<file path="src/atm_cell_pkg.sv">
`default_nettype none

package atm_cell_pkg;

  ////////////////////////////////////////////////////////////////////////////
  // cell field widths
  ////////////////////////////////////////////////////////////////////////////
  localparam int payload_bytes = 48;
  localparam int gfc_w         = 4;
  localparam int uni_vpi_w     = 8;
  localparam int nni_vpi_w     = 12;
  localparam int vci_w         = 16;
  localparam int pt_w          = 3;
  localparam int hec_w         = 8;
  localparam int hdr_w         = 32;

  // HEC generator x^8 + x^2 + x + 1, coset per I.432
  localparam logic [hec_w-1:0] hec_poly  = 8'h07;
  localparam logic [hec_w-1:0] hec_coset = 8'h55;

  typedef logic [8*payload_bytes-1:0] payload_t;

  // header fields first, MSB first, so bits above hec form the header
  typedef struct packed {
    logic [gfc_w-1:0]     gfc;
    logic [uni_vpi_w-1:0] vpi;
    logic [vci_w-1:0]     vci;
    logic                 clp;
    logic [pt_w-1:0]      pt;
    logic [hec_w-1:0]     hec;
    payload_t             payload;
  } uni_cell_t;

  typedef struct packed {
    logic [nni_vpi_w-1:0] vpi;
    logic [vci_w-1:0]     vci;
    logic                 clp;
    logic [pt_w-1:0]      pt;
    logic [hec_w-1:0]     hec;
    payload_t             payload;
  } nni_cell_t;

  function automatic logic [hdr_w-1:0] uni_hdr(input uni_cell_t c);
    return {c.gfc, c.vpi, c.vci, c.clp, c.pt};
  endfunction

  function automatic logic [hdr_w-1:0] nni_hdr(input nni_cell_t c);
    return {c.vpi, c.vci, c.clp, c.pt};
  endfunction

endpackage

`default_nettype wire
</file>
<file path="src/switch_ctl_pkg.sv">
`default_nettype none

package switch_ctl_pkg;

  localparam int max_ports         = 8;
  localparam int default_num_ports = 4;

  // sequencer phases
  typedef enum logic [2:0] {
    st_idle     = 3'd0,
    st_lookup   = 3'd1,
    st_checksum = 3'd2,
    st_issue    = 3'd3,
    st_collect  = 3'd4
  } seq_state_t;

  // one forwarding table word, mask in the upper byte
  typedef struct packed {
    logic [max_ports-1:0]                   port_mask;
    logic [atm_cell_pkg::nni_vpi_w-1:0]     new_vpi;
  } fwd_entry_t;

endpackage

`default_nettype wire

</file>
<file path="src/switch_ctl_if.sv">
`timescale 1ns/1ps
`default_nettype none

interface switch_ctl_if;

  // one strobe per sequencer phase
  logic grant_en;
  logic lookup;
  logic checksum;
  logic issue;
  logic collect;

  modport ctl (
    output grant_en,
    output lookup,
    output checksum,
    output issue,
    output collect
  );

  modport dp (
    input grant_en,
    input lookup,
    input checksum,
    input issue,
    input collect
  );

endinterface

`default_nettype wire

</file>
<file path="src/cell_sequencer.sv">
`timescale 1ns/1ps
`default_nettype none

module cell_sequencer
  import switch_ctl_pkg::*;
(
  input  logic      clk,
  input  logic      rst_n,
  switch_ctl_if.ctl ctl,
  input  logic      any_grant,
  input  logic      hec_err,
  input  logic      mask_empty,
  input  logic      all_done
);

  seq_state_t state;

  always_ff @(posedge clk or negedge rst_n) begin
    if (!rst_n) begin
      state <= st_idle;
    end else begin
      case (state)
        st_idle: begin
          if (any_grant) begin
            state <= st_lookup;
          end
        end
        // bad header ends the cell here
        st_lookup: begin
          state <= hec_err ? st_idle : st_checksum;
        end
        st_checksum: begin
          state <= st_issue;
        end
        st_issue: begin
          state <= mask_empty ? st_idle : st_collect;
        end
        // hold until every masked port has acked
        st_collect: begin
          if (all_done) begin
            state <= st_idle;
          end
        end
        default: begin
          state <= st_idle;
        end
      endcase
    end
  end

  assign ctl.grant_en = (state == st_idle);
  assign ctl.lookup   = (state == st_lookup);
  assign ctl.checksum = (state == st_checksum);
  assign ctl.issue    = (state == st_issue);
  assign ctl.collect  = (state == st_collect);

endmodule

`default_nettype wire

</file>
<file path="src/flat_wrapper.sv">
// flat-port wrapper written by rule: the top's interface ports become plain ports
module cell_sequencer_flat import switch_ctl_pkg::*;
  (clk, rst_n, any_grant, hec_err, mask_empty, all_done, ctl_grant_en, ctl_lookup, ctl_checksum, ctl_issue, ctl_collect);
  switch_ctl_if ctl_i ();
  input  logic clk;
  input  logic rst_n;
  input  logic any_grant;
  input  logic hec_err;
  input  logic mask_empty;
  input  logic all_done;
  output wire logic [$bits(ctl_i.grant_en)-1:0] ctl_grant_en;
  output wire logic [$bits(ctl_i.lookup)-1:0] ctl_lookup;
  output wire logic [$bits(ctl_i.checksum)-1:0] ctl_checksum;
  output wire logic [$bits(ctl_i.issue)-1:0] ctl_issue;
  output wire logic [$bits(ctl_i.collect)-1:0] ctl_collect;
  assign ctl_grant_en = ctl_i.grant_en;
  assign ctl_lookup = ctl_i.lookup;
  assign ctl_checksum = ctl_i.checksum;
  assign ctl_issue = ctl_i.issue;
  assign ctl_collect = ctl_i.collect;
  cell_sequencer u_core (.clk(clk), .rst_n(rst_n), .ctl(ctl_i), .any_grant(any_grant), .hec_err(hec_err), .mask_empty(mask_empty), .all_done(all_done));
endmodule
</file>
<file path="config.mk">
export PLATFORM = sky130hd
export DESIGN_NAME = cell_sequencer_flat
export DESIGN_NICKNAME = d
export VERILOG_FILES = /design/src/atm_cell_pkg.sv /design/src/switch_ctl_pkg.sv /design/src/switch_ctl_if.sv /design/src/cell_sequencer.sv /design/src/flat_wrapper.sv
export SDC_FILE = /design/constraint.sdc
export NUM_CORES = 1
export LEC_CHECK = 0
export BUFFER_PORTS_ARGS = -buffer_cell sky130_fd_sc_hd__buf_2
export CORE_AREA = 10 10 47 49
export DETAILED_ROUTE_END_ITERATION = 10
export DIE_AREA = 0 0 57 59
export GPL_TIMING_DRIVEN = 1
export SYNTH_ARGS = -nofsm -noshare
export SYNTH_HDL_FRONTEND = slang
export SYNTH_SLANG_ARGS = --single-unit
</file>
<file path="constraint.sdc">
create_clock -name clk -period 1 [get_ports clk]
set_input_delay 0.1 -clock clk [delete_from_list [all_inputs] [get_ports clk]]
set_output_delay 0.1 -clock clk [all_outputs]
set_load 0.02 [all_outputs]
</file>
==> qor.yml, run 1 <==
cells_and_area:
  multiInputGateArea_um2: 109
  final_nets: 40
  fillers: 160
  utilization_pct: 25.0
  final_cells: 49
  largest_reg_flops: 3
  diodes: 0
  regMostFlops: "u_core.state"
  layout_common_cells: "5 x buf_2, 4 x buf_4, 4 x buf_6"
  layout_commonest_cell: "buf_2"
  syn_to_final_growth_pct: 117
  drive_above_1_share_pct: 72.7
  final_area_um2: 350
  seq_area_um2: 77.6
  largest_registers: "u_core.state x3"
timing:
  fin_worst_skew_ps: 0.717
  rsz0062_at_grt: "yes"
  finalSetupTns_ps: -984
  hold_slack_ps: 118
  final_hold_viol_count: 0
  fmax_mhz: 838
  layout_setup_ws_ps: -193
  slew_violations: 0
  worst_pin_slew_ps: 185
  finalSetupViolCount: 7
  max-slew-margin-rel_pct: 87.7
  finalCritPeriodShare_pct: 119
  fin_crit_ps: 1190
logic_synthesis:
  syn_inst: 15
  ys_types: 10
  yosysSeqAreaShare_pct: 46.5
  syn_area_um2: 161
  synth_fp_nets: 21
  ys_warn_count: 0
  syn_avg_cell_area_um2: 10.8
  ys_ff_latch: 3
grt:
  antenna_found_initial: 0
  grt_max_degree: 8
  track_usage_pct: 3.63
  grt_first_pass_wirelength_um: 821
  overflow: 0
  grt_pass1_vias: 189
setup_path:
  cp_num_buf_inv: 2
  cp_data_arrival_time_ps: 1090
  worstSetupPathType: "register to output pin"
  worstReg2RegStart: "u_core.state[1]$_DFFE_PN0P_"
  path_common_cell: "buf_6"
  path_cells: "buf_6 > nor3b_4 > buf_6"
  required_ps: 900
  cpMaxStageDelayCell: "dfrtp_1"
  crit_family: "flip-flops"
  cp-start-kind: "register"
  startpoint: "u_core.state[2]$_DFFE_PN0P_"
  critPathMaxStageDelay_ps: 390
  worstSetupEndpointType: "output pin"
  worstPathMaxFanout: 4
floorplan:
  coreArea_um2: 1400
  die_area_um2: 3360
  start_util_pct: 11.5
  num_rows: 14
  dieWidth_um: 57
  die_h_um: 59
  ios: 11
power:
  peakVddDrop_uv: 1170
  leakagePower_nw: 0.168
  power_mw: 1.02
  powerDensity_nw_per_um2: 2920
run_status:
  outcome: "finished, violations left"
  violations: "setup timing"
cts:
  clk_path_buf_depth: 2
  clock_latency_ps: 240
  cts_tree: "built"
  cts_buffers: 3
  clkSlewWorstSetupHoldPaths_ps: 30
  htree_levels: 1
  numClockSinks: 3
  root_buffer: "clkbuf_4"
flow_run:
  cap_violations: 0
drt:
  post_drt_via_cell_ratio: 3.69
  ant_nets: 0
  via_count: 181
  drt_iter0_drc: 5
  wl_per_cell_um: 11.1
  drc: 0
  routed_wirelength_um: 542
  dr.pass1.iters: 3
placed_design:
  dpl.hpwl_um: 399
  post_dp_cell_area_um2: 259
  port_buffers: 10
  pre_cts_slack_ps: -17.9
  dp_cells: 42
  routabilityCongestion: 0.609
hold_path:
  hp-class: "input port to register"
  hold_start: "any_grant"
-- where the power goes --
| group | switching, mW | total (mW) | leakage (nW) | internal [mW] |
|---|---|---|---|---|
| clock network | 0.0657 | 0.215 | 0.0150 | 0.150 |
| registers | 0.102 | 0.277 | 0.0364 | 0.175 |
| logic | 0.235 | 0.531 | 0.116 | 0.297 |
| total | 0.403 | 1.02 | 0.168 | 0.621 |
-- per-layer routing --
metal  vias to the layer above  track usage (%)  part of all wire, %
met2                        12             2.79                   35
met3                         4             1.93                   14
met4                         0             8.05                  7.6
met1                        75             3.93                   43
li1                         90                -                    -
met5                         -                0                    0
-- worst min-delay path, delay by kind of cell --
kind / cells / cell delay [ps]
AND/OR/NAND/NOR: 2 / 120
buffers and inverters: 1 / 100
-- path summary, 6_finish.rpt --
kind	endpoint	slack, ps	cells after the start
min in group asynchronous	u_core.state[1]$_DFFE_PN0P_	190	2
min	u_core.state[0]$_DFFE_PN0P_	120	3
min reg2reg	u_core.state[0]$_DFFE_PN0P_	570	1
max in group asynchronous	u_core.state[0]$_DFFE_PN0P_	700	2
max reg2reg	u_core.state[1]$_DFFE_PN0P_	-40	3
max	ctl_checksum	-190	3
-- cell type report --
| cell class | count | area share, % |
|---|---|---|
| inverter | 2 | 2.14 |
| tap | 16 | 5.71 |
| clock buffer | 4 | 7.50 |
| sequential | 3 | 22.1 |
| timing repair buffer | 14 | 31.4 |
| multi-input combinational | 10 | 31.1 |
-- Yosys cell counts (all sizes together) --
cell type,number,area (µm²)
or2,1,6.26
nor3,2,10.0
a22o,1,8.76
dfrtp,3,75.1
and3b,1,8.76
nor2,1,3.75
inv,2,7.51
nor4b,1,8.76
nor3b,3,32.5
-- cell families (layout without fill, tap and decap cells) --
group	count (synthesis)	count (layout)	synth area share, %
AND/OR/NAND/NOR	9	9	43.4
AO/OA/AOI/OAI	1	1	5.43
buffers and inverters	2	20	4.65
flip-flops	3	3	46.5
-- timing repair --
action,in CTS,in global routing
hold buffers,1,0
endpoints found under the hold margin,3,0
gates resized for setup,8,3
buffers inserted,1,1
endpoints found under the setup margin,6,7
pin swaps,3,3
No activity file was read; power rests on OpenSTA's default activity.
==> inputs of run 2 (changes only) <==
==> constraint.sdc (replaced) <==
create_clock -name clk -period 1.5 [get_ports clk]
set_input_delay 0.15 -clock clk [delete_from_list [all_inputs] [get_ports clk]]
set_output_delay 0.15 -clock clk [all_outputs]
set_load 0.02 [all_outputs]
==> run 2 against run 1 <==
  * First-iteration DRC count shrank 80%
  * Final area shrank 24%
  * Register-to-register slack gained 540 ps
  * Total power shrank 48%
  * Hold slack gained 56 ps
  * Critical endpoint is now ctl_collect
  * The run now ends clean
  * Highest routed layer unchanged
  * Sequential cell count is the same
  * Sequential share of layout area grew 5.9 points
==> qor.yml, run 2 (synthesis results as in run 1) <==
cts:
  postCtsHoldBufs: 1  # unchanged
  post_cts_resize_count: 0  # -8
  cts_buffers: 3  # unchanged
  numClockSinks: 3  # unchanged
  cts_tree: "built"
  htree_levels: 1  # unchanged
  cts_setup_buffers: 0  # -1
  root_buffer: "clkbuf_4"
  clk_path_buf_depth: 2  # unchanged
  clkSlewWorstSetupHoldPaths_ps: 40  # about the same
  clock_latency_ps: 240  # about the same
cells_and_area:
  final_nets: 37  # -7.5%
  diodes: 0  # unchanged
  largest_registers: "u_core.state x3"
  syn_to_final_growth_pct: 65.9
  layout_commonest_cell: "buf_2"
  drive_above_1_share_pct: 50.0  # -23 points
  final_cells: 46  # -6.1%
  regMostFlops: "u_core.state"
  layout_common_cells: "10 x buf_2, 3 x clkbuf_4, 3 x dfrtp_1"
  largest_reg_flops: 3  # unchanged
floorplan:
  ios: 11  # unchanged
  coreArea_um2: 1400  # unchanged
  start_util_pct: 11.5  # unchanged
  dieWidth_um: 57  # unchanged
  die_area_um2: 3360  # unchanged
  num_rows: 14  # unchanged
  die_h_um: 59  # unchanged
grt:
  grt_first_pass_wirelength_um: 738  # -10%
  grt_max_degree: 8  # unchanged
  grt_pass1_vias: 179  # -5.3%
  overflow: 0  # unchanged
  antenna_found_initial: 0  # unchanged
  track_usage_pct: 3.20  # -0.43 points
placed_design:
  dpl.hpwl_um: 369  # -7.5%
  port_buffers: 10  # unchanged
  pre_cts_slack_ps: 499  # +517 ps
  routabilityCongestion: 0.534  # -12%
  dp_cells: 41  # -2.4%
timing:
  fin_crit_ps: 1250
  finalCritPeriodShare_pct: 83.2
  layout_setup_ws_ps: 251  # +444 ps
  fin_worst_skew_ps: 1.95  # +1.23 ps
  rsz0062_at_grt: "no"
  slew_violations: 0  # unchanged
  worst_pin_slew_ps: 206  # +20.5 ps
  finalSetupTns_ps: 0  # +984 ps
  finalSetupViolCount: 0  # -7
  fmax_mhz: 801
  max-slew-margin-rel_pct: 86.1  # -1.6 points
  final_hold_viol_count: 0  # unchanged
run_status:
  outcome: "completed"
drt:
  via_count: 167  # -7.7%
  dr.pass1.iters: 2  # -1
  routed_wirelength_um: 463  # -15%
  drc: 0  # unchanged
  drt_iter0_drc: 1  # -4
  post_drt_via_cell_ratio: 3.63  # -1.7%
  ant_nets: 0  # unchanged
  wl_per_cell_um: 10.1  # -9.0%
setup_path:
  critPathMaxStageDelay_ps: 440  # +50 ps
  worstPathMaxFanout: 7  # +3
  cpMaxStageDelayCell: "dfrtp_1"
  cp_data_arrival_time_ps: 1100  # about the same
  worstSetupPathType: "register to output pin"
  path_cells: "nor3b_2 > buf_2"
  worstSetupEndpointType: "output pin"
  required_ps: 1350  # +450 ps
  cp-start-kind: "register"
power:
  leakagePower_nw: 0.143  # -15%
  power_uw: 531  # -48%
  peakVddDrop_uv: 268  # -77%
  powerDensity_nw_per_um2: 1980  # -32%
hold_path:
  hp-class: "input port to register"
flow_run:
  cap_violations: 0  # unchanged
[run 2: area by class of cell]
cell class / count / area (µm²)
well taps: 16 / 20.0
flip-flops and latches: 3 / 75.1
fillers: 166 / 1130
repair buffers: 11 / 60.1
clock buffers: 4 / 26.3
multi-input cells: 10 / 78.8
inverters: 2 / 7.51
[run 2: final timing paths]
check | cells after the start | slack [ps] | end | from
worst max-delay path | 2 | 250 | ctl_collect | u_core.state[0]$_DFFE_PN0P_
worst min-delay path | 3 | 170 | u_core.state[0]$_DFFE_PN0P_ | any_grant
worst max register to register | 2 | 500 | u_core.state[2]$_DFFE_PN0P_ | u_core.state[0]$_DFFE_PN0P_
worst min register to register | 1 | 550 | u_core.state[0]$_DFFE_PN0P_ | u_core.state[2]$_DFFE_PN0P_
max in group asynchronous | 2 | 1160 | u_core.state[0]$_DFFE_PN0P_ | rst_n
min in group asynchronous | 2 | 240 | u_core.state[2]$_DFFE_PN0P_ | rst_n
[run 2: metal layers]
layer | GRT usage [%] | vias up | wire length (µm)
met1 | 2.15 | 70 | 159
met5 | 0 | - | 0
li1 | - | 84 | -
met3 | 2.15 | 4 | 49
met4 | 6.04 | 0 | 38
met2 | 4.34 | 9 | 215
[run 2: per-stage QoR]
stage	hold slack (ps)	instance area (µm²)	utilization, %
after floorplan	-146	161	-
after detailed placement	-53.3	231	16.5
after CTS	169	268	19.1
after global placement	-54.2	231	16.5
after global routing	201	268	19.1
final	173	268	19.1
[run 2: where the power goes]
part	total (mW)	switching [mW]	internal, mW	leakage [nW]
sequential	0.165	0.0539	0.111	0.0388
combinational	0.221	0.123	0.0981	0.0889
clock	0.145	0.0452	0.0999	0.0150
[run 2: critical path, delay by kind of cell, from the launching register on]
kind / cells / cell delay (ps)
flops: 1 / 440
simple gates: 1 / 230
buf+inv: 1 / 200
