File: src/atm_cell_pkg.sv
`default_nettype none

package atm_cell_pkg;

  ////////////////////////////////////////////////////////////////////////////
  // cell field widths
  ////////////////////////////////////////////////////////////////////////////
  localparam int payload_bytes = 48;
  localparam int gfc_w         = 4;
  localparam int uni_vpi_w     = 8;
  localparam int nni_vpi_w     = 12;
  localparam int vci_w         = 16;
  localparam int pt_w          = 3;
  localparam int hec_w         = 8;
  localparam int hdr_w         = 32;

  // HEC generator x^8 + x^2 + x + 1, coset per I.432
  localparam logic [hec_w-1:0] hec_poly  = 8'h07;
  localparam logic [hec_w-1:0] hec_coset = 8'h55;

  typedef logic [8*payload_bytes-1:0] payload_t;

  // header fields first, MSB first, so bits above hec form the header
  typedef struct packed {
    logic [gfc_w-1:0]     gfc;
    logic [uni_vpi_w-1:0] vpi;
    logic [vci_w-1:0]     vci;
    logic                 clp;
    logic [pt_w-1:0]      pt;
    logic [hec_w-1:0]     hec;
    payload_t             payload;
  } uni_cell_t;

  typedef struct packed {
    logic [nni_vpi_w-1:0] vpi;
    logic [vci_w-1:0]     vci;
    logic                 clp;
    logic [pt_w-1:0]      pt;
    logic [hec_w-1:0]     hec;
    payload_t             payload;
  } nni_cell_t;

  function automatic logic [hdr_w-1:0] uni_hdr(input uni_cell_t c);
    return {c.gfc, c.vpi, c.vci, c.clp, c.pt};
  endfunction

  function automatic logic [hdr_w-1:0] nni_hdr(input nni_cell_t c);
    return {c.vpi, c.vci, c.clp, c.pt};
  endfunction

endpackage

`default_nettype wire
File: src/switch_ctl_if.sv
`timescale 1ns/1ps
`default_nettype none

interface switch_ctl_if;

  // one strobe per sequencer phase
  logic grant_en;
  logic lookup;
  logic checksum;
  logic issue;
  logic collect;

  modport ctl (
    output grant_en,
    output lookup,
    output checksum,
    output issue,
    output collect
  );

  modport dp (
    input grant_en,
    input lookup,
    input checksum,
    input issue,
    input collect
  );

endinterface

`default_nettype wire

File: src/egress_port.sv
`timescale 1ns/1ps
`default_nettype none

module egress_port
  import atm_cell_pkg::*;
(
  input  logic                 clk,
  input  logic                 rst_n,
  switch_ctl_if.dp             ctl,
  input  logic                 fwd_sel,
  input  nni_cell_t            nni_cell,
  output logic                 tx_req,
  input  logic                 tx_ack,
  output logic [nni_vpi_w-1:0] tx_vpi,
  output logic [vci_w-1:0]     tx_vci,
  output logic                 tx_clp,
  output logic [pt_w-1:0]      tx_pt,
  output logic [hec_w-1:0]     tx_hec,
  output payload_t             tx_payload,
  output logic                 done
);

  nni_cell_t tx_cell;

  // ack wins over a new issue
  always_ff @(posedge clk or negedge rst_n) begin
    if (!rst_n) begin
      tx_req <= 1'b0;
    end else if (tx_ack) begin
      tx_req <= 1'b0;
    end else if (ctl.issue && fwd_sel) begin
      tx_req <= 1'b1;
    end
  end

  // unselected ports count as done at once
  always_ff @(posedge clk or negedge rst_n) begin
    if (!rst_n) begin
      done <= 1'b0;
    end else if (!ctl.collect) begin
      done <= 1'b0;
    end else if (tx_ack || !fwd_sel) begin
      done <= 1'b1;
    end
  end

  assign tx_cell    = fwd_sel ? nni_cell : '0;
  assign tx_vpi     = tx_cell.vpi;
  assign tx_vci     = tx_cell.vci;
  assign tx_clp     = tx_cell.clp;
  assign tx_pt      = tx_cell.pt;
  assign tx_hec     = tx_cell.hec;
  assign tx_payload = tx_cell.payload;

endmodule

`default_nettype wire

File: src/flat_wrapper.sv
// flat-port wrapper written by rule: the top's interface ports become plain ports
module egress_port_flat import atm_cell_pkg::*;
  (clk, rst_n, fwd_sel, nni_cell, tx_req, tx_ack, tx_vpi, tx_vci, tx_clp, tx_pt, tx_hec, tx_payload, done, ctl_grant_en, ctl_lookup, ctl_checksum, ctl_issue, ctl_collect);
  switch_ctl_if ctl_i ();
  input  logic clk;
  input  logic rst_n;
  input  logic fwd_sel;
  input  nni_cell_t nni_cell;
  output logic tx_req;
  input  logic tx_ack;
  output logic [nni_vpi_w-1:0] tx_vpi;
  output logic [vci_w-1:0] tx_vci;
  output logic tx_clp;
  output logic [pt_w-1:0] tx_pt;
  output logic [hec_w-1:0] tx_hec;
  output payload_t tx_payload;
  output logic done;
  input wire logic [$bits(ctl_i.grant_en)-1:0] ctl_grant_en;
  input wire logic [$bits(ctl_i.lookup)-1:0] ctl_lookup;
  input wire logic [$bits(ctl_i.checksum)-1:0] ctl_checksum;
  input wire logic [$bits(ctl_i.issue)-1:0] ctl_issue;
  input wire logic [$bits(ctl_i.collect)-1:0] ctl_collect;
  assign ctl_i.grant_en = ctl_grant_en;
  assign ctl_i.lookup = ctl_lookup;
  assign ctl_i.checksum = ctl_checksum;
  assign ctl_i.issue = ctl_issue;
  assign ctl_i.collect = ctl_collect;
  egress_port u_core (.clk(clk), .rst_n(rst_n), .ctl(ctl_i), .fwd_sel(fwd_sel), .nni_cell(nni_cell), .tx_req(tx_req), .tx_ack(tx_ack), .tx_vpi(tx_vpi), .tx_vci(tx_vci), .tx_clp(tx_clp), .tx_pt(tx_pt), .tx_hec(tx_hec), .tx_payload(tx_payload), .done(done));
endmodule
File: config.mk
export PLATFORM = sky130hd
export DESIGN_NAME = egress_port_flat
export DESIGN_NICKNAME = d
export VERILOG_FILES = /design/src/atm_cell_pkg.sv /design/src/switch_ctl_if.sv /design/src/egress_port.sv /design/src/flat_wrapper.sv
export SDC_FILE = /design/constraint.sdc
export NUM_CORES = 1
export LEC_CHECK = 0
export BUFFER_PORTS_ARGS = -buffer_cell sky130_fd_sc_hd__buf_2
export CORE_AREA = 2 2 334 336
export DETAILED_ROUTE_END_ITERATION = 12
export DIE_AREA = 0 0 336 338
export GPL_TIMING_DRIVEN = 0
export HOLD_SLACK_MARGIN = 0.03
export PLACE_DENSITY_LB_ADDON = 0.2
export SETUP_SLACK_MARGIN = 0.2
export SLEW_MARGIN = 5
export SYNTH_ARGS = -nofsm -noshare
export SYNTH_HDL_FRONTEND = slang
export SYNTH_SLANG_ARGS = --single-unit
File: constraint.sdc
create_clock -name clk -period 0.8 [get_ports clk]
set_input_delay 0 -clock clk [delete_from_list [all_inputs] [get_ports clk]]
set_output_delay 0 -clock clk [all_outputs]
set_load 0.01 [all_outputs]
==> impl_metrics.py, run 1 <==
metrics = {
    "clock_network": {
        "cts_tree": "done",
        "cts.hold.buffers_added": 1,
        "cts_sinks": 2,
        "clk_pin_slew_ns": 0.03,
        "clk_latency_ns": 0.22,
        "clockBufferDepth": 2,
        "numCtsBuffers": 3,
        "root_buffer": "clkbuf_16",
        "htree_levels": 1,
    },
    "grt": {
        "globalRouteTotalUtil": 0.114,
        "gr-total-overflow": 0,
        "antenna_found_initial": 144,
        "grt_max_degree": 11,
        "grt_pass1_wl_mm": 81.2,
        "grt_pass1_vias": 6831,
    },
    "detailed_routing": {
        "ant_nets": 0,
        "wl_per_cell_um": 24.6,
        "drcViolationCount": 0,
        "vias": 7202,
        "drt_iter0_markers": 159,
        "drt-vias-per-instance": 2.52,
        "wl_mm": 70.4,
        "drtPass1Iterations": 4,
    },
    "placement": {
        "dp_slack_ns": -0.393,
        "port_buffers": 854,
        "dp_hpwl_mm": 65.9,
        "gp_congestion": 0.783,
    },
    "yosys": {
        "synth_area_leaders": "and2_1 86%, buf_6 5.9%, clkbuf_2 3.3%",
        "synth_area_per_cell_sq_um": 6.43,
        "synth_seq_area_share": 0.0163,
        "synth_cells": 477,
        "yosys_warnings": 0,
        "yosysTopAreaCellShare": 0.865,
        "synthDistinctLibCells": 9,
        "ys_ff_latch": 2,
        "synthesis.nets": 910,
        "post-synth-top-area-cell": "and2_1",
        "netlist_area_sq_um": 3070,
    },
    "worst_setup_path": {
        "critical_path_class": "register to output pin",
        "crit_family": "flip-flops",
        "worstPathMaxFanout": 2,
        "slowest_stage": "dfrtp_1",
        "cp.required_ns": 0.80,
        "cp_slowest_stage_delay_ns": 0.40,
        "worstSetupEndpointType": "output pin",
        "path_cells": "buf_6",
        "worstPathArrival_ns": 0.77,
        "crit_buf_inv": 1,
        "start_kind": "register",
    },
    "die": {
        "dieArea_sq_um": 114000,
        "ios": 859,
        "start_util": 0.0279,
        "fp.coreArea_sq_um": 110000,
        "die_h_um": 338,
        "rows": 122,
        "die_w_um": 336,
    },
    "timing": {
        "hold_violations": 1,
        "rsz0062_at_grt": "true",
        "tns_ns": 0,
        "whs_ns": -0.0461,
        "worst_pin_slew_ns": 0.166,
        "finalCriticalPeriod_ns": 0.769,
        "fin_worst_skew_ns": 0,
        "post-route-period-util": 0.962,
        "fmax_mhz": 1300,
        "report.final.slew_viol_count": 0,
        "maxSlewHeadroom": 0.890,
        "fin_ws_ns": 0.0305,
        "setup_viol": 0,
    },
    "layout": {
        "finalNetCount": 1788,
        "fillers": 12939,
        "final_common_cell": "buf_2",
        "layout_common_cells": "687 x buf_2, 310 x and2_1, 156 x buf_6",
        "area_growth_pct": 271,
        "drive_gt1_frac": 0.766,
    },
    "power_and_ir_drop": {
        "powerDensity_nw_per_um2": 602,
        "irDropWorstVdd_mv": 0.382,
        "power_leakage_nw": 5.89,
    },
    "worst_hold_path": {
        "hold_path_class": "primary input to register",
    },
    "flow_run": {
        "drv_cap": 0,
    },
    "status": {
        "status": "finished with violations",
        "violations": "hold timing",
    },
}
## cell usage after synthesis
| library cell | number |
|---|---|
| and2_1 | 424 |
| clkbuf_2 | 20 |
| buf_6 | 16 |
| buf_2 | 10 |
| dfrtp_1 | 2 |
| nor2_1 | 2 |
| a21boi_1 | 1 |
| a21oi_1 | 1 |
| buf_8 | 1 |
## power by group
group	internal [W]	leakage (nW)	switching, W
clock	0.000635	0.0371	0.000109
combinational	0.00322	5.83	0.00278
sequential	0.000109	0.0251	0.00000576
## registers in the layout, summed over array words and instances (netlist names)
name	flops
u_core.done	1
u_core.tx_req	1
## area by class of cell
cell class	count	area (sq um)	share of cell area
repair buffers	873	5700	0.500
plain buffers	47	697	0.0612
diodes	20	50.0	0.00440
well taps	1488	1860	0.163
clock buffers	3	75.1	0.00659
multi-input cells	428	2960	0.260
flip-flops and latches	2	50.0	0.00440
## cell families after synthesis
kind of cell | Yosys count | share of synthesized area
and+or+nand+nor | 426 | 0.867
buffers and inverters | 47 | 0.113
AOI/OAI and AO/OA | 2 | 0.00408
DFF | 2 | 0.0163
## per-stage QoR
step | hold WS (ns) | util | instances | power (W) | instance area [sq um]
4_1_cts | -0.0437 | 0.0908 | 2825 | 0.00621 | 9990
6_report | -0.0461 | 0.103 | 2861 | 0.00686 | 11400
3_5_place_dp | -0.209 | 0.0836 | 2819 | 0.00498 | 9200
3_3_place_gp | -0.211 | 0.0836 | 2819 | 0.00500 | 9200
5_1_grt | -0.0351 | 0.103 | 2847 | 0.00732 | 11400
2_1_floorplan | -0.296 | - | 477 | 0.00183 | 3070
## per-layer routing
| metal | global-route usage | part of all wire | vias to the layer above |
|---|---|---|---|
| met3 | 0.0923 | 0.17 | 208 |
| met4 | 0.0158 | 0.025 | 152 |
| met5 | 0 | 0.014 | - |
| li1 | - | - | 3178 |
| met1 | 0.108 | 0.33 | 3112 |
| met2 | 0.194 | 0.47 | 552 |
## final timing paths
path | start | end | slack [ns] | depth (start not counted)
setup / recovery | u_core.tx_req$_DFFE_PN0P_ | tx_req | 0.03 | 1
hold / removal | tx_ack | u_core.tx_req$_DFFE_PN0P_ | -0.05 | 2
setup reg to reg | u_core.tx_req$_DFFE_PN0P_ | u_core.tx_req$_DFFE_PN0P_ | 0.10 | 2
hold reg to reg | u_core.done$_DFFE_PN0P_ | u_core.done$_DFFE_PN0P_ | 0.56 | 2
max in group asynchronous | rst_n | u_core.done$_DFFE_PN0P_ | 0.59 | 2
min in group asynchronous | rst_n | u_core.tx_req$_DFFE_PN0P_ | 0.11 | 2
## what timing repair did
action                     CTS  global route
gates cloned                 2            13
setup endpoints to repair  428           428
resized for setup          196           338
hold endpoints to repair     3             1
setup buffers                0             3
(Power assumes the default switching activity.)
==> run 2, diff against run 1 <==
==> constraint.sdc (replaced) <==
create_clock -name clk -period 0.83 [get_ports clk]
set_input_delay 0 -clock clk [delete_from_list [all_inputs] [get_ports clk]]
set_output_delay 0 -clock clk [all_outputs]
set_load 0.01 [all_outputs]
==> impl_metrics.py, run 2 (synthesized netlist as in run 1, its figures left out) <==
metrics = {
    "status": {
        "status": "completed",
    },
    "layout": {
        "drive_gt1_frac": 0.755,
        "stdcell_area_sq_um": 11200,
        "final_common_cell": "buf_2",
        "multiInputGateArea_sq_um": 2930,
        "layout_common_cells": "685 x buf_2, 323 x and2_1, 146 x buf_6",
        "ff_latch_area_sq_um": 50.0,
        "fillers": 12961,
        "finalNonFillerCells": 2866,
        "finalNetCount": 1784,
        "area_growth_pct": 265,
        "reg_top3": "u_core.done: 1 flops, u_core.tx_req: 1 flops",
    },
    "power_and_ir_drop": {
        "p_sw_w": 0.00277,
        "p_clk_frac": 0.110,
        "switching_share": 0.427,
        "irDropWorstVdd_mv": 0.377,
        "comb_power_share": 0.872,
        "intPower_w": 0.00372,
        "power_leakage_nw": 5.80,
        "powerDensity_nw_per_um2": 580,
        "share_seq_of_total_power": 0.017,
    },
    "clock_network": {
        "clk_latency_ns": 0.22,
        "cts_tree": "done",
        "root_buffer": "clkbuf_16",
        "clk_pin_slew_ns": 0.03,
        "clockBufferDepth": 2,
        "numCtsBuffers": 3,
        "cts_sinks": 2,
        "htree_levels": 1,
    },
    "detailed_routing": {
        "drtPass1Iterations": 4,
        "vias": 7163,
        "drt_iter0_markers": 142,
        "drcViolationCount": 0,
        "drt-vias-per-instance": 2.50,
        "ant_nets": 0,
        "wl_mm": 70.1,
        "wl_per_cell_um": 24.5,
    },
    "placement": {
        "dp_slack_ns": -0.363,
        "placed_area_sq_um": 9200,
        "dp_cells": 2819,
        "gp_congestion": 0.783,
        "dp_hpwl_mm": 65.9,
        "port_buffers": 854,
    },
    "timing": {
        "fin_worst_skew_ns": 0,
        "fmax_mhz": 1270,
        "post-route-period-util": 0.945,
        "maxSlewHeadroom": 0.896,
        "rsz0062_at_grt": "true",
        "hold_violations": 0,
        "setup_viol": 0,
        "report.final.slew_viol_count": 0,
        "finalCriticalPeriod_ns": 0.784,
        "worst_pin_slew_ns": 0.155,
        "tns_ns": 0,
        "fin_ws_ns": 0.0457,
    },
    "grt": {
        "grt_max_degree": 11,
        "grt_pass1_vias": 6838,
        "grt_pass1_wl_mm": 81.3,
        "globalRouteTotalUtil": 0.114,
        "antenna_found_initial": 143,
        "gr-total-overflow": 0,
    },
    "worst_hold_path": {
        "hold_path_class": "primary input to register",
    },
    "worst_setup_path": {
        "slowest_stage": "dfrtp_1",
        "worstPathMaxFanout": 2,
        "cp_slowest_stage_delay_ns": 0.41,
        "critical_path_class": "register to output pin",
        "cp.required_ns": 0.83,
        "worstSetupEndpointType": "output pin",
        "path_cells": "buf_6",
        "worstPathArrival_ns": 0.78,
        "start_kind": "register",
        "crit_buf_inv": 1,
        "crit_family": "flip-flops",
    },
    "die": {
        "die_w_um": 336,
        "start_util": 0.0279,
        "fp.coreArea_sq_um": 110000,
        "die_h_um": 338,
        "rows": 122,
        "dieArea_sq_um": 114000,
        "ios": 859,
    },
    "flow_run": {
        "drv_cap": 0,
    },
}
==> run 2: final cells by class <==
class	count	share of cell area
diodes	29	0.00648
plain buffers	47	0.0604
clock buffers	3	0.00670
multi-input cells	428	0.261
flip-flops and latches	2	0.00447
well taps	1488	0.166
repair buffers	869	0.494
==> run 2: what timing repair did <==
item / in CTS / in global routing
gates cloned: 2 / 8
hold buffers: 2 / 0
hold endpoints to repair: 3 / 0
resized for setup: 223 / 271
setup buffers: 2 / 1
pin swaps: 0 / 0
endpoints found under the setup margin: 428 / 428
==> run 2: worst paths after layout <==
check	start	endpoint	depth (start not counted)	slack (ns)
max	u_core.tx_req$_DFFE_PN0P_	tx_req	1	0.05
min	ctl_collect	u_core.done$_DFFE_PN0P_	2	0.05
max reg2reg	u_core.tx_req$_DFFE_PN0P_	u_core.tx_req$_DFFE_PN0P_	2	0.11
min reg2reg	u_core.done$_DFFE_PN0P_	u_core.done$_DFFE_PN0P_	2	0.56
max in group asynchronous	rst_n	u_core.done$_DFFE_PN0P_	2	0.62
min in group asynchronous	rst_n	u_core.tx_req$_DFFE_PN0P_	2	0.11
==> run 2: routing by layer <==
layer	global-route usage	wire length (um)	vias to the layer above
met3	0.0904	11400	200
li1	-	-	3182
met5	0	931	-
met4	0.0158	1750	144
met2	0.195	32800	536
met1	0.109	23200	3101
==> run 2: through the flow <==
stage / util / hold slack [ns] / power, W
2_1_floorplan: - / -0.296 / 0.00176
3_3_place_gp: 0.0836 / -0.211 / 0.00482
3_5_place_dp: 0.0836 / -0.209 / 0.00480
4_1_cts: 0.0919 / 0.0374 / 0.00606
5_1_grt: 0.101 / 0.0548 / 0.00692
6_report: 0.102 / 0.0465 / 0.00649
==> run 2: power groups by stage <==
| stage | Clock (W) | Combinational, W | Sequential, W |
|---|---|---|---|
| finish | 0.000717 | 0.00566 | 0.000111 |
| CTS | 0.000729 | 0.00522 | 0.000110 |
| floorplan | 0 | 0.00165 | 0.000112 |
| detailed placement | 0 | 0.00469 | 0.000111 |
| global route | 0.000736 | 0.00607 | 0.000111 |
| global placement | 0 | 0.00471 | 0.000111 |
