$ cat src/atm_cell_pkg.sv
`default_nettype none

package atm_cell_pkg;

  ////////////////////////////////////////////////////////////////////////////
  // cell field widths
  ////////////////////////////////////////////////////////////////////////////
  localparam int payload_bytes = 48;
  localparam int gfc_w         = 4;
  localparam int uni_vpi_w     = 8;
  localparam int nni_vpi_w     = 12;
  localparam int vci_w         = 16;
  localparam int pt_w          = 3;
  localparam int hec_w         = 8;
  localparam int hdr_w         = 32;

  // HEC generator x^8 + x^2 + x + 1, coset per I.432
  localparam logic [hec_w-1:0] hec_poly  = 8'h07;
  localparam logic [hec_w-1:0] hec_coset = 8'h55;

  typedef logic [8*payload_bytes-1:0] payload_t;

  // header fields first, MSB first, so bits above hec form the header
  typedef struct packed {
    logic [gfc_w-1:0]     gfc;
    logic [uni_vpi_w-1:0] vpi;
    logic [vci_w-1:0]     vci;
    logic                 clp;
    logic [pt_w-1:0]      pt;
    logic [hec_w-1:0]     hec;
    payload_t             payload;
  } uni_cell_t;

  typedef struct packed {
    logic [nni_vpi_w-1:0] vpi;
    logic [vci_w-1:0]     vci;
    logic                 clp;
    logic [pt_w-1:0]      pt;
    logic [hec_w-1:0]     hec;
    payload_t             payload;
  } nni_cell_t;

  function automatic logic [hdr_w-1:0] uni_hdr(input uni_cell_t c);
    return {c.gfc, c.vpi, c.vci, c.clp, c.pt};
  endfunction

  function automatic logic [hdr_w-1:0] nni_hdr(input nni_cell_t c);
    return {c.vpi, c.vci, c.clp, c.pt};
  endfunction

endpackage

`default_nettype wire
$ cat src/switch_ctl_pkg.sv
`default_nettype none

package switch_ctl_pkg;

  localparam int max_ports         = 8;
  localparam int default_num_ports = 4;

  // sequencer phases
  typedef enum logic [2:0] {
    st_idle     = 3'd0,
    st_lookup   = 3'd1,
    st_checksum = 3'd2,
    st_issue    = 3'd3,
    st_collect  = 3'd4
  } seq_state_t;

  // one forwarding table word, mask in the upper byte
  typedef struct packed {
    logic [max_ports-1:0]                   port_mask;
    logic [atm_cell_pkg::nni_vpi_w-1:0]     new_vpi;
  } fwd_entry_t;

endpackage

`default_nettype wire

$ cat src/switch_ctl_if.sv
`timescale 1ns/1ps
`default_nettype none

interface switch_ctl_if;

  // one strobe per sequencer phase
  logic grant_en;
  logic lookup;
  logic checksum;
  logic issue;
  logic collect;

  modport ctl (
    output grant_en,
    output lookup,
    output checksum,
    output issue,
    output collect
  );

  modport dp (
    input grant_en,
    input lookup,
    input checksum,
    input issue,
    input collect
  );

endinterface

`default_nettype wire

$ cat src/header_translator.sv
`timescale 1ns/1ps
`default_nettype none

module header_translator
  import atm_cell_pkg::*, switch_ctl_pkg::*;
#(
  parameter int num_ports = default_num_ports
) (
  input  logic                 clk,
  input  logic                 rst_n,
  switch_ctl_if.dp             ctl,
  input  uni_cell_t            uni_cell,
  input  fwd_entry_t           fwd_data,
  output logic                 hec_err,
  output logic                 mask_empty,
  output logic [num_ports-1:0] fwd_mask,
  output nni_cell_t            nni_cell
);

  fwd_entry_t       entry_q;
  logic [hec_w-1:0] nni_hec_q;
  logic [hdr_w-1:0] hec_in;
  logic [hec_w-1:0] hec_out;

  // last idle cycle is the grant cycle, so this holds the granted entry
  always_ff @(posedge clk) begin
    if (ctl.grant_en) begin
      entry_q <= fwd_data;
    end
  end

  ////////////////////////////////////////////////////////////////////////////
  // shared HEC unit: UNI check in lookup, NNI build in checksum
  ////////////////////////////////////////////////////////////////////////////
  assign hec_in = ctl.checksum ? nni_hdr(nni_cell) : uni_hdr(uni_cell);

  hec_calc u_hec_calc (
    .hdr (hec_in),
    .hec (hec_out)
  );

  assign hec_err = ctl.lookup && (hec_out != uni_cell.hec);

  always_ff @(posedge clk) begin
    if (ctl.checksum) begin
      nni_hec_q <= hec_out;
    end
  end

  // mask only opens for a cell whose header passed
  always_ff @(posedge clk or negedge rst_n) begin
    if (!rst_n) begin
      fwd_mask <= '0;
    end else if (ctl.grant_en) begin
      fwd_mask <= '0;
    end else if (ctl.lookup && !hec_err) begin
      fwd_mask <= entry_q.port_mask[num_ports-1:0];
    end
  end

  assign mask_empty = ~|fwd_mask;

  // gfc dropped, vpi swapped
  assign nni_cell = '{
    vpi:     entry_q.new_vpi,
    vci:     uni_cell.vci,
    clp:     uni_cell.clp,
    pt:      uni_cell.pt,
    hec:     nni_hec_q,
    payload: uni_cell.payload
  };

endmodule

`default_nettype wire

$ cat src/hec_calc.sv
`timescale 1ns/1ps
`default_nettype none

module hec_calc
  import atm_cell_pkg::*;
(
  input  logic [hdr_w-1:0] hdr,
  output logic [hec_w-1:0] hec
);

  logic [hec_w-1:0] crc;
  logic             fb;

  // bit-serial CRC-8 unrolled, MSB of header first
  always_comb begin
    crc = '0;
    fb  = 1'b0;
    for (int i = hdr_w - 1; i >= 0; i--) begin
      fb  = crc[hec_w-1] ^ hdr[i];
      crc = {crc[hec_w-2:0], 1'b0} ^ (fb ? hec_poly : '0);
    end
  end

  assign hec = crc ^ hec_coset;

endmodule

`default_nettype wire

$ cat src/flat_wrapper.sv
// flat-port wrapper written by rule: the top's interface ports become plain ports
module header_translator_flat import atm_cell_pkg::*, switch_ctl_pkg::*;
#(
  parameter int num_ports = default_num_ports
)
  (clk, rst_n, uni_cell, fwd_data, hec_err, mask_empty, fwd_mask, nni_cell, ctl_grant_en, ctl_lookup, ctl_checksum, ctl_issue, ctl_collect);
  switch_ctl_if ctl_i ();
  input  logic clk;
  input  logic rst_n;
  input  uni_cell_t uni_cell;
  input  fwd_entry_t fwd_data;
  output logic hec_err;
  output logic mask_empty;
  output logic [num_ports-1:0] fwd_mask;
  output nni_cell_t nni_cell;
  input wire logic [$bits(ctl_i.grant_en)-1:0] ctl_grant_en;
  input wire logic [$bits(ctl_i.lookup)-1:0] ctl_lookup;
  input wire logic [$bits(ctl_i.checksum)-1:0] ctl_checksum;
  input wire logic [$bits(ctl_i.issue)-1:0] ctl_issue;
  input wire logic [$bits(ctl_i.collect)-1:0] ctl_collect;
  assign ctl_i.grant_en = ctl_grant_en;
  assign ctl_i.lookup = ctl_lookup;
  assign ctl_i.checksum = ctl_checksum;
  assign ctl_i.issue = ctl_issue;
  assign ctl_i.collect = ctl_collect;
  header_translator #(.num_ports(num_ports)) u_core (.clk(clk), .rst_n(rst_n), .ctl(ctl_i), .uni_cell(uni_cell), .fwd_data(fwd_data), .hec_err(hec_err), .mask_empty(mask_empty), .fwd_mask(fwd_mask), .nni_cell(nni_cell));
endmodule
$ cat config.mk
export PLATFORM = sky130hd
export DESIGN_NAME = header_translator_flat
export DESIGN_NICKNAME = d
export VERILOG_FILES = /design/src/atm_cell_pkg.sv /design/src/switch_ctl_pkg.sv /design/src/switch_ctl_if.sv /design/src/header_translator.sv /design/src/hec_calc.sv /design/src/flat_wrapper.sv
export SDC_FILE = /design/constraint.sdc
export NUM_CORES = 1
export LEC_CHECK = 0
export ABC_AREA = 1
export CORE_AREA = 3 3 344 346
export DETAILED_ROUTE_END_ITERATION = 7
export DIE_AREA = 0 0 347 349
export DONT_BUFFER_PORTS = 1
export HOLD_SLACK_MARGIN = 0.12
export SLEW_MARGIN = 20
export SYNTH_ARGS = -nofsm -noshare
export SYNTH_HDL_FRONTEND = slang
export SYNTH_SLANG_ARGS = --single-unit
$ cat constraint.sdc
create_clock -name clk -period 3.52 [get_ports clk]
set_clock_uncertainty 0.2 [all_clocks]
set_input_delay 0.352 -clock clk [delete_from_list [all_inputs] [get_ports clk]]
set_output_delay 0.352 -clock clk [all_outputs]
set_load 0.02 [all_outputs]
==> flow_summary.ini, run 1 <==
[routing]
routedWlPerCell_um = 29.58
via_per_inst = 2.074
drtIter0Drc = 170
route.detailed.drc = 0
antenna_left = 0
drt-pass1-iter-count = 4
num_vias = 4394
wirelength_um = 62670

[setup_path]
cp_top_family = simple AND/OR/NAND/NOR gates
crit_path_max_fanout = 4
crit_type = reg -> out
critPathMaxStageDelay_ns = 0.49
path_common_cell = nand2_4
reg2reg_from = u_core.nni_cell[422]$_DFFE_PP_
reg2reg_depth = 30
critPathArrivalTime_ns = 3.41
crit_slowest_cell = edfxtp_1
end_kind = output pin
rrSetupSlack_ns = -0.06
critPathLaunchType = flop
timing.rr.end = u_core.fwd_mask[1]$_DFFE_PN0P_
timing.critical_path.buf_inv = 4
required_ns = 2.97

[finish]
final_cell_mix = nand2_1, nand2_2, nand2_4
design_area_um2 = 6870
final_common_cell = nand2_1
drive_gt1_share_pct = 54.73
fin_nets = 1044
area_delta_synth_final_pct = 8.432
nFillCells = 13652

[clocking]
clock-sinks = 28
htreeDepth = 1
cts_buffers = 3
root_buffer = clkbuf_16
cts.path.max_buffers = 2
insertion_delay_ns = 0.28
cts_tree = done
clk_pin_slew_worst_paths_ns = 0.08

[pwr]
p_leak_nw = 2.614
p_comb_share_pct = 73.3
p_clk_share_pct = 9.5
seqPwrFrac_pct = 17.3
p_sw_share_pct = 52.28
power_switching_mw = 2.039
power.density_nw_per_um2 = 567.6
intPower_mw = 1.861
ir_drop_v = 0.0004834

[sta]
timing.final.crit_share_pct = 112.4
slew_viol_final = 0
hold_violations = 0
max_freq_mhz = 252.7
setup_ws_ns = -0.4377
slew_headroom_pct = 35.12
worst_pin_slew_ns = 0.9643
rsz0062_at_grt = true
finalCriticalPeriod_ns = 3.958
finalSetupViolCount = 5

[floorplan]
die_w_um = 347
start_util_pct = 5.475
dieArea_um2 = 121100
die_h_um = 349
io-pin-count = 881
rows = 125
core_um2 = 115700

[grt]
grt_pass1_wl_um = 70650
grt_max_degree = 26
antenna_found_initial = 7
met2_usage_pct = 17.00
overflow = 0
use_met1_pct = 3.429
gr-usage-met3_pct = 16.52
track_usage_pct = 9.710
grt.busiest_layer = met2
grt_pass1_vias = 4343

[yosys]
yosys.cell_types.count = 23
synthArstFlopShare_pct = 14.29
ys_warn_count = 0
synth_cells = 927
synth_enable_flop_cells = 24
ys_seq_area_share_pct = 12.95
postSynthAreaPerCell_um2 = 6.835
ys.flop_type = edfxtp_1
synth_nets = 1378
ys_ff_latch = 28
syn_area_um2 = 6336

[worst_hold_path]
worst_hold_path.num_cells = 3
whs_endpoint = u_core.fwd_mask[3]$_DFFE_PN0P_
hp-class = in -> reg
min_from = ctl_grant_en

[placed_design]
placed_cell_area_um2 = 5368
dpl_worst_slack_ns = -0.2541
placement.io_buffers = 0
place_hpwl_um = 58490
routabilityCongestion = 0.8466

[status]
status = complete, but fails checks
violations = negative setup slack

[run]
drv_cap = 0
## stage by stage
stage	util (%)	power [mW]	std cells	hold slack (ns)	TNS [ns]
after CTS	5.371	3.256	2106	0.1272	-0.4125
final	5.936	3.900	2119	0.1643	-0.6458
after detailed placement	4.638	2.553	2071	-0.1435	-0.6163
after global placement	4.638	2.526	2071	-0.1435	-0.3357
after global routing	5.930	4.209	2116	0.1975	-1.959
after floorplan	-	2.569	927	-0.1436	0
## repair_timing
| action | CTS | global route |
|---|---|---|
| buffers inserted | 10 | 9 |
| endpoints found under the hold margin | 48 | 2 |
| gates resized for setup | 112 | 133 |
| hold buffers | 21 | 1 |
| pin swaps | 55 | 65 |
| setup endpoints to repair | 5 | 5 |
## cell families after synthesis
kind of cell	count (synthesis)	synth area share, %
AO/OA/AOI/OAI	2	0.1580
buffers and inverters	486	54.11
AND/OR/NAND/NOR	406	31.97
XOR/XNOR	5	0.8098
flip-flops	28	12.95
## layer usage
metal | part of all wire, % | up-vias | wire length [um]
met2 | 49 | 632 | 30610
met3 | 35 | 118 | 22040
met5 | 0.27 | - | 169
met1 | 13 | 1841 | 8386
li1 | - | 1791 | -
met4 | 2.3 | 12 | 1471
## how the worst max path moves through the flow
stage / from / to / cells after the start
after floorplan: ctl_checksum / hec_err / 29
after global placement: ctl_checksum / hec_err / 29
after detailed placement: ctl_checksum / hec_err / 29
after CTS: u_core.nni_cell[421]$_DFFE_PP_ / hec_err / 31
after global routing: u_core.nni_cell[422]$_DFFE_PP_ / hec_err / 26
final: u_core.nni_cell[422]$_DFFE_PP_ / hec_err / 27
## power groups by stage
stage	registers [mW]	logic, mW	clock network [mW]
2_1_floorplan	0.561	2.01	0
3_3_place_gp	0.706	1.82	0
3_5_place_dp	0.703	1.85	0
4_1_cts	0.698	2.17	0.391
5_1_grt	0.696	3.12	0.396
6_report	0.674	2.86	0.369
## worst min-delay path, stage by stage
cell     delay, ns
inv_1         0.11
nand3_2       0.10
nand2_1       0.04
## sequential cells by signal, indices dropped and copies added, names as in the netlist
| name | cells |
|---|---|
| u_core.nni_cell | 12 |
| u_core.nni_hec_q | 8 |
| u_core.fwd_mask | 4 |
| u_core.entry_q | 4 |
## area by class of cell
| class | count | area (um^2) | share of cell area [%] |
|---|---|---|---|
| Sequential cell | 28 | 820.8 | 11.95 |
| Multi-Input combinational cell | 413 | 3088 | 44.95 |
| Clock buffer | 3 | 75.07 | 1.093 |
| Timing Repair Buffer | 81 | 676.9 | 9.852 |
| Antenna cell | 3 | 7.507 | 0.1093 |
| Clock inverter | 1 | 30.03 | 0.4371 |
| Tap cell | 1524 | 1907 | 27.75 |
| Inverter | 66 | 265.3 | 3.861 |
## Yosys cell counts, types with 3 or more instances
master | number | area (um^2)
nand2_4 | 10 | 112.6
nand3_1 | 90 | 450.4
nand2_1 | 205 | 769.5
nand3b_1 | 8 | 60.06
nor2_4 | 3 | 33.78
nor2_1 | 5 | 18.77
nand3_2 | 13 | 130.1
nand4_1 | 6 | 37.54
inv_2 | 18 | 67.56
nor2_2 | 4 | 25.02
inv_1 | 47 | 176.4
buf_4 | 416 | 3123
nand2_2 | 61 | 381.6
edfxtp_1 | 24 | 720.7
dfrtp_1 | 4 | 100.1
Note: power is estimated with default switching activity, not from simulation.
==> run 2: changes to the inputs <==
Settings changed: CELL_PAD_IN_SITES_DETAIL_PLACEMENT set to 1, CELL_PAD_IN_SITES_GLOBAL_PLACEMENT set to 1, CORE_AREA 3 3 344 346 to 3 3 343 345, DIE_AREA 0 0 347 349 to 0 0 346 348, PLACE_DENSITY_LB_ADDON set to 0.1.
==> flow_summary.ini, run 2 (synthesized netlist as in run 1, its figures left out) <==
[worst_hold_path]
hp-class = in -> reg

[routing]
wirelength_um = 36330
num_vias = 4458
via_per_inst = 2.080
route.detailed.drc = 0
drtIter0Drc = 124
routedWlPerCell_um = 16.95
drt-pass1-iter-count = 3
antenna_left = 0

[floorplan]
io-pin-count = 881
rows = 124
dieArea_um2 = 120400
die_h_um = 348
core_um2 = 114500
die_w_um = 346
start_util_pct = 5.534

[pwr]
ir_drop_v = 0.0001682
power.density_nw_per_um2 = 589.3
p_leak_nw = 2.832
power_mw = 4.376

[setup_path]
critPathLaunch = u_core.nni_cell[422]$_DFFE_PP_
critPathArrivalTime_ns = 3.49
rrSetupSlack_ns = -0.14
reg2reg_depth = 31
crit_path_end = hec_err
timing.critical_path.buf_inv = 5
cp_top_family = simple AND/OR/NAND/NOR gates
crit_type = reg -> out
timing.rr.end = u_core.fwd_mask[1]$_DFFE_PN0P_
required_ns = 2.97
crit_slowest_cell = edfxtp_1
critPathLaunchType = flop
critPathMaxStageDelay_ns = 0.46
crit_path_max_fanout = 4
path_common_cell = nand2_4
cp.depth = 29
reg2reg_from = u_core.nni_cell[422]$_DFFE_PP_
end_kind = output pin

[sta]
setup_ws_ns = -0.5208
worst_pin_slew_ns = 0.8925
slew_viol_final = 0
finalCriticalPeriod_ns = 4.041
timing.final.crit_share_pct = 114.8
max_freq_mhz = 247.5
slew_headroom_pct = 39.95
rsz0062_at_grt = true
finalSetupViolCount = 5
tns_ns = -1.043
hold_violations = 0

[grt]
grt_pass1_wl_um = 45550
overflow = 0
grt_pass1_vias = 4826
grt_max_degree = 26
antenna_found_initial = 6
track_usage_pct = 5.695

[clocking]
root_buffer = clkbuf_16
clk_pin_slew_worst_paths_ns = 0.10
cts_tree = done
cts_buffers = 3
insertion_delay_ns = 0.30
cts.path.max_buffers = 2
clock-sinks = 28
htreeDepth = 1

[placed_design]
placement.io_buffers = 0
dpl_worst_slack_ns = -0.8825
routabilityCongestion = 0.5981
place_hpwl_um = 31990

[finish]
drive_gt1_share_pct = 62.34
final_common_cell = nand2_2
largest_reg_flops = 12
area_delta_synth_final_pct = 17.20
final_cell_mix = nand2_2, nand2_1, buf_4
fin_nets = 1076

[run]
drv_cap = 0

[status]
status = complete, but fails checks
violations = negative setup slack
[run 2: cell count changes in the layout (fill, tap and decap cells not counted), sizes merged]
cell         previous run  this run
dlygate4sd3            21        20
buf                    60        93
diode                   3         7
[run 2: power by group]
group / leakage, nW / switching, mW / internal (mW)
Sequential: 0.291 / 0.118 / 0.472
Combinational: 2.49 / 1.98 / 1.40
Clock: 0.0511 / 0.169 / 0.229
Total: 2.83 / 2.27 / 2.11
[run 2: how the worst min path moves through the flow]
stage / end / slack [ns] / cells after the start / start
6_report: u_core.fwd_mask[0]$_DFFE_PN0P_ / 0.15 / 3 / ctl_grant_en
5_1_grt: u_core.entry_q[15]$_DFFE_PP_ / 0.15 / 1 / ctl_grant_en
4_1_cts: u_core.fwd_mask[0]$_DFFE_PN0P_ / 0.13 / 3 / ctl_grant_en
3_5_place_dp: u_core.fwd_mask[2]$_DFFE_PN0P_ / -0.14 / 0 / rst_n
3_3_place_gp: u_core.fwd_mask[1]$_DFFE_PN0P_ / -0.14 / 0 / rst_n
2_1_floorplan: u_core.fwd_mask[0]$_DFFE_PN0P_ / -0.14 / 0 / rst_n
[run 2: repair_timing]
action	CTS	global route
pin swaps	59	99
endpoints found under the setup margin	6	5
resized for setup	140	175
hold buffers	21	0
endpoints found under the hold margin	48	0
buffers inserted	12	11
[run 2: layout make-up]
cell class,instances,area (um^2)
Antenna cell,7,17.52
Clock buffer,3,75.07
Clock inverter,1,30.03
Fill cell,13664,107100
Inverter,66,267.8
Multi-Input combinational cell,413,3358
Sequential cell,28,820.8
Tap cell,1512,1892
Timing Repair Buffer,113,964.7
[run 2: tightest hold or removal path, stage by stage]
cell and delay, ns:
inv_1 0.11, nand3_2 0.11, nand2_1 0.05
[run 2: per-stage QoR]
step / hold WS (ns) / utilization, % / instance area [um^2] / cells
after floorplan: -0.1436 / - / 6336 / 927
after global placement: -0.1434 / 4.871 / 5578 / 2089
after detailed placement: -0.1434 / 4.871 / 5578 / 2089
after CTS: 0.1290 / 5.719 / 6549 / 2125
after global routing: 0.1532 / 6.472 / 7411 / 2137
final: 0.1488 / 6.485 / 7426 / 2143
[run 2: routing by layer]
layer / wire length [um] / global-route usage, % / up-vias
met5: 255 / 1.217 / -
met4: 2352 / 3.699 / 12
met3: 6166 / 4.394 / 139
li1: - / - / 1867
met1: 8587 / 3.845 / 2041
met2: 18970 / 10.44 / 399
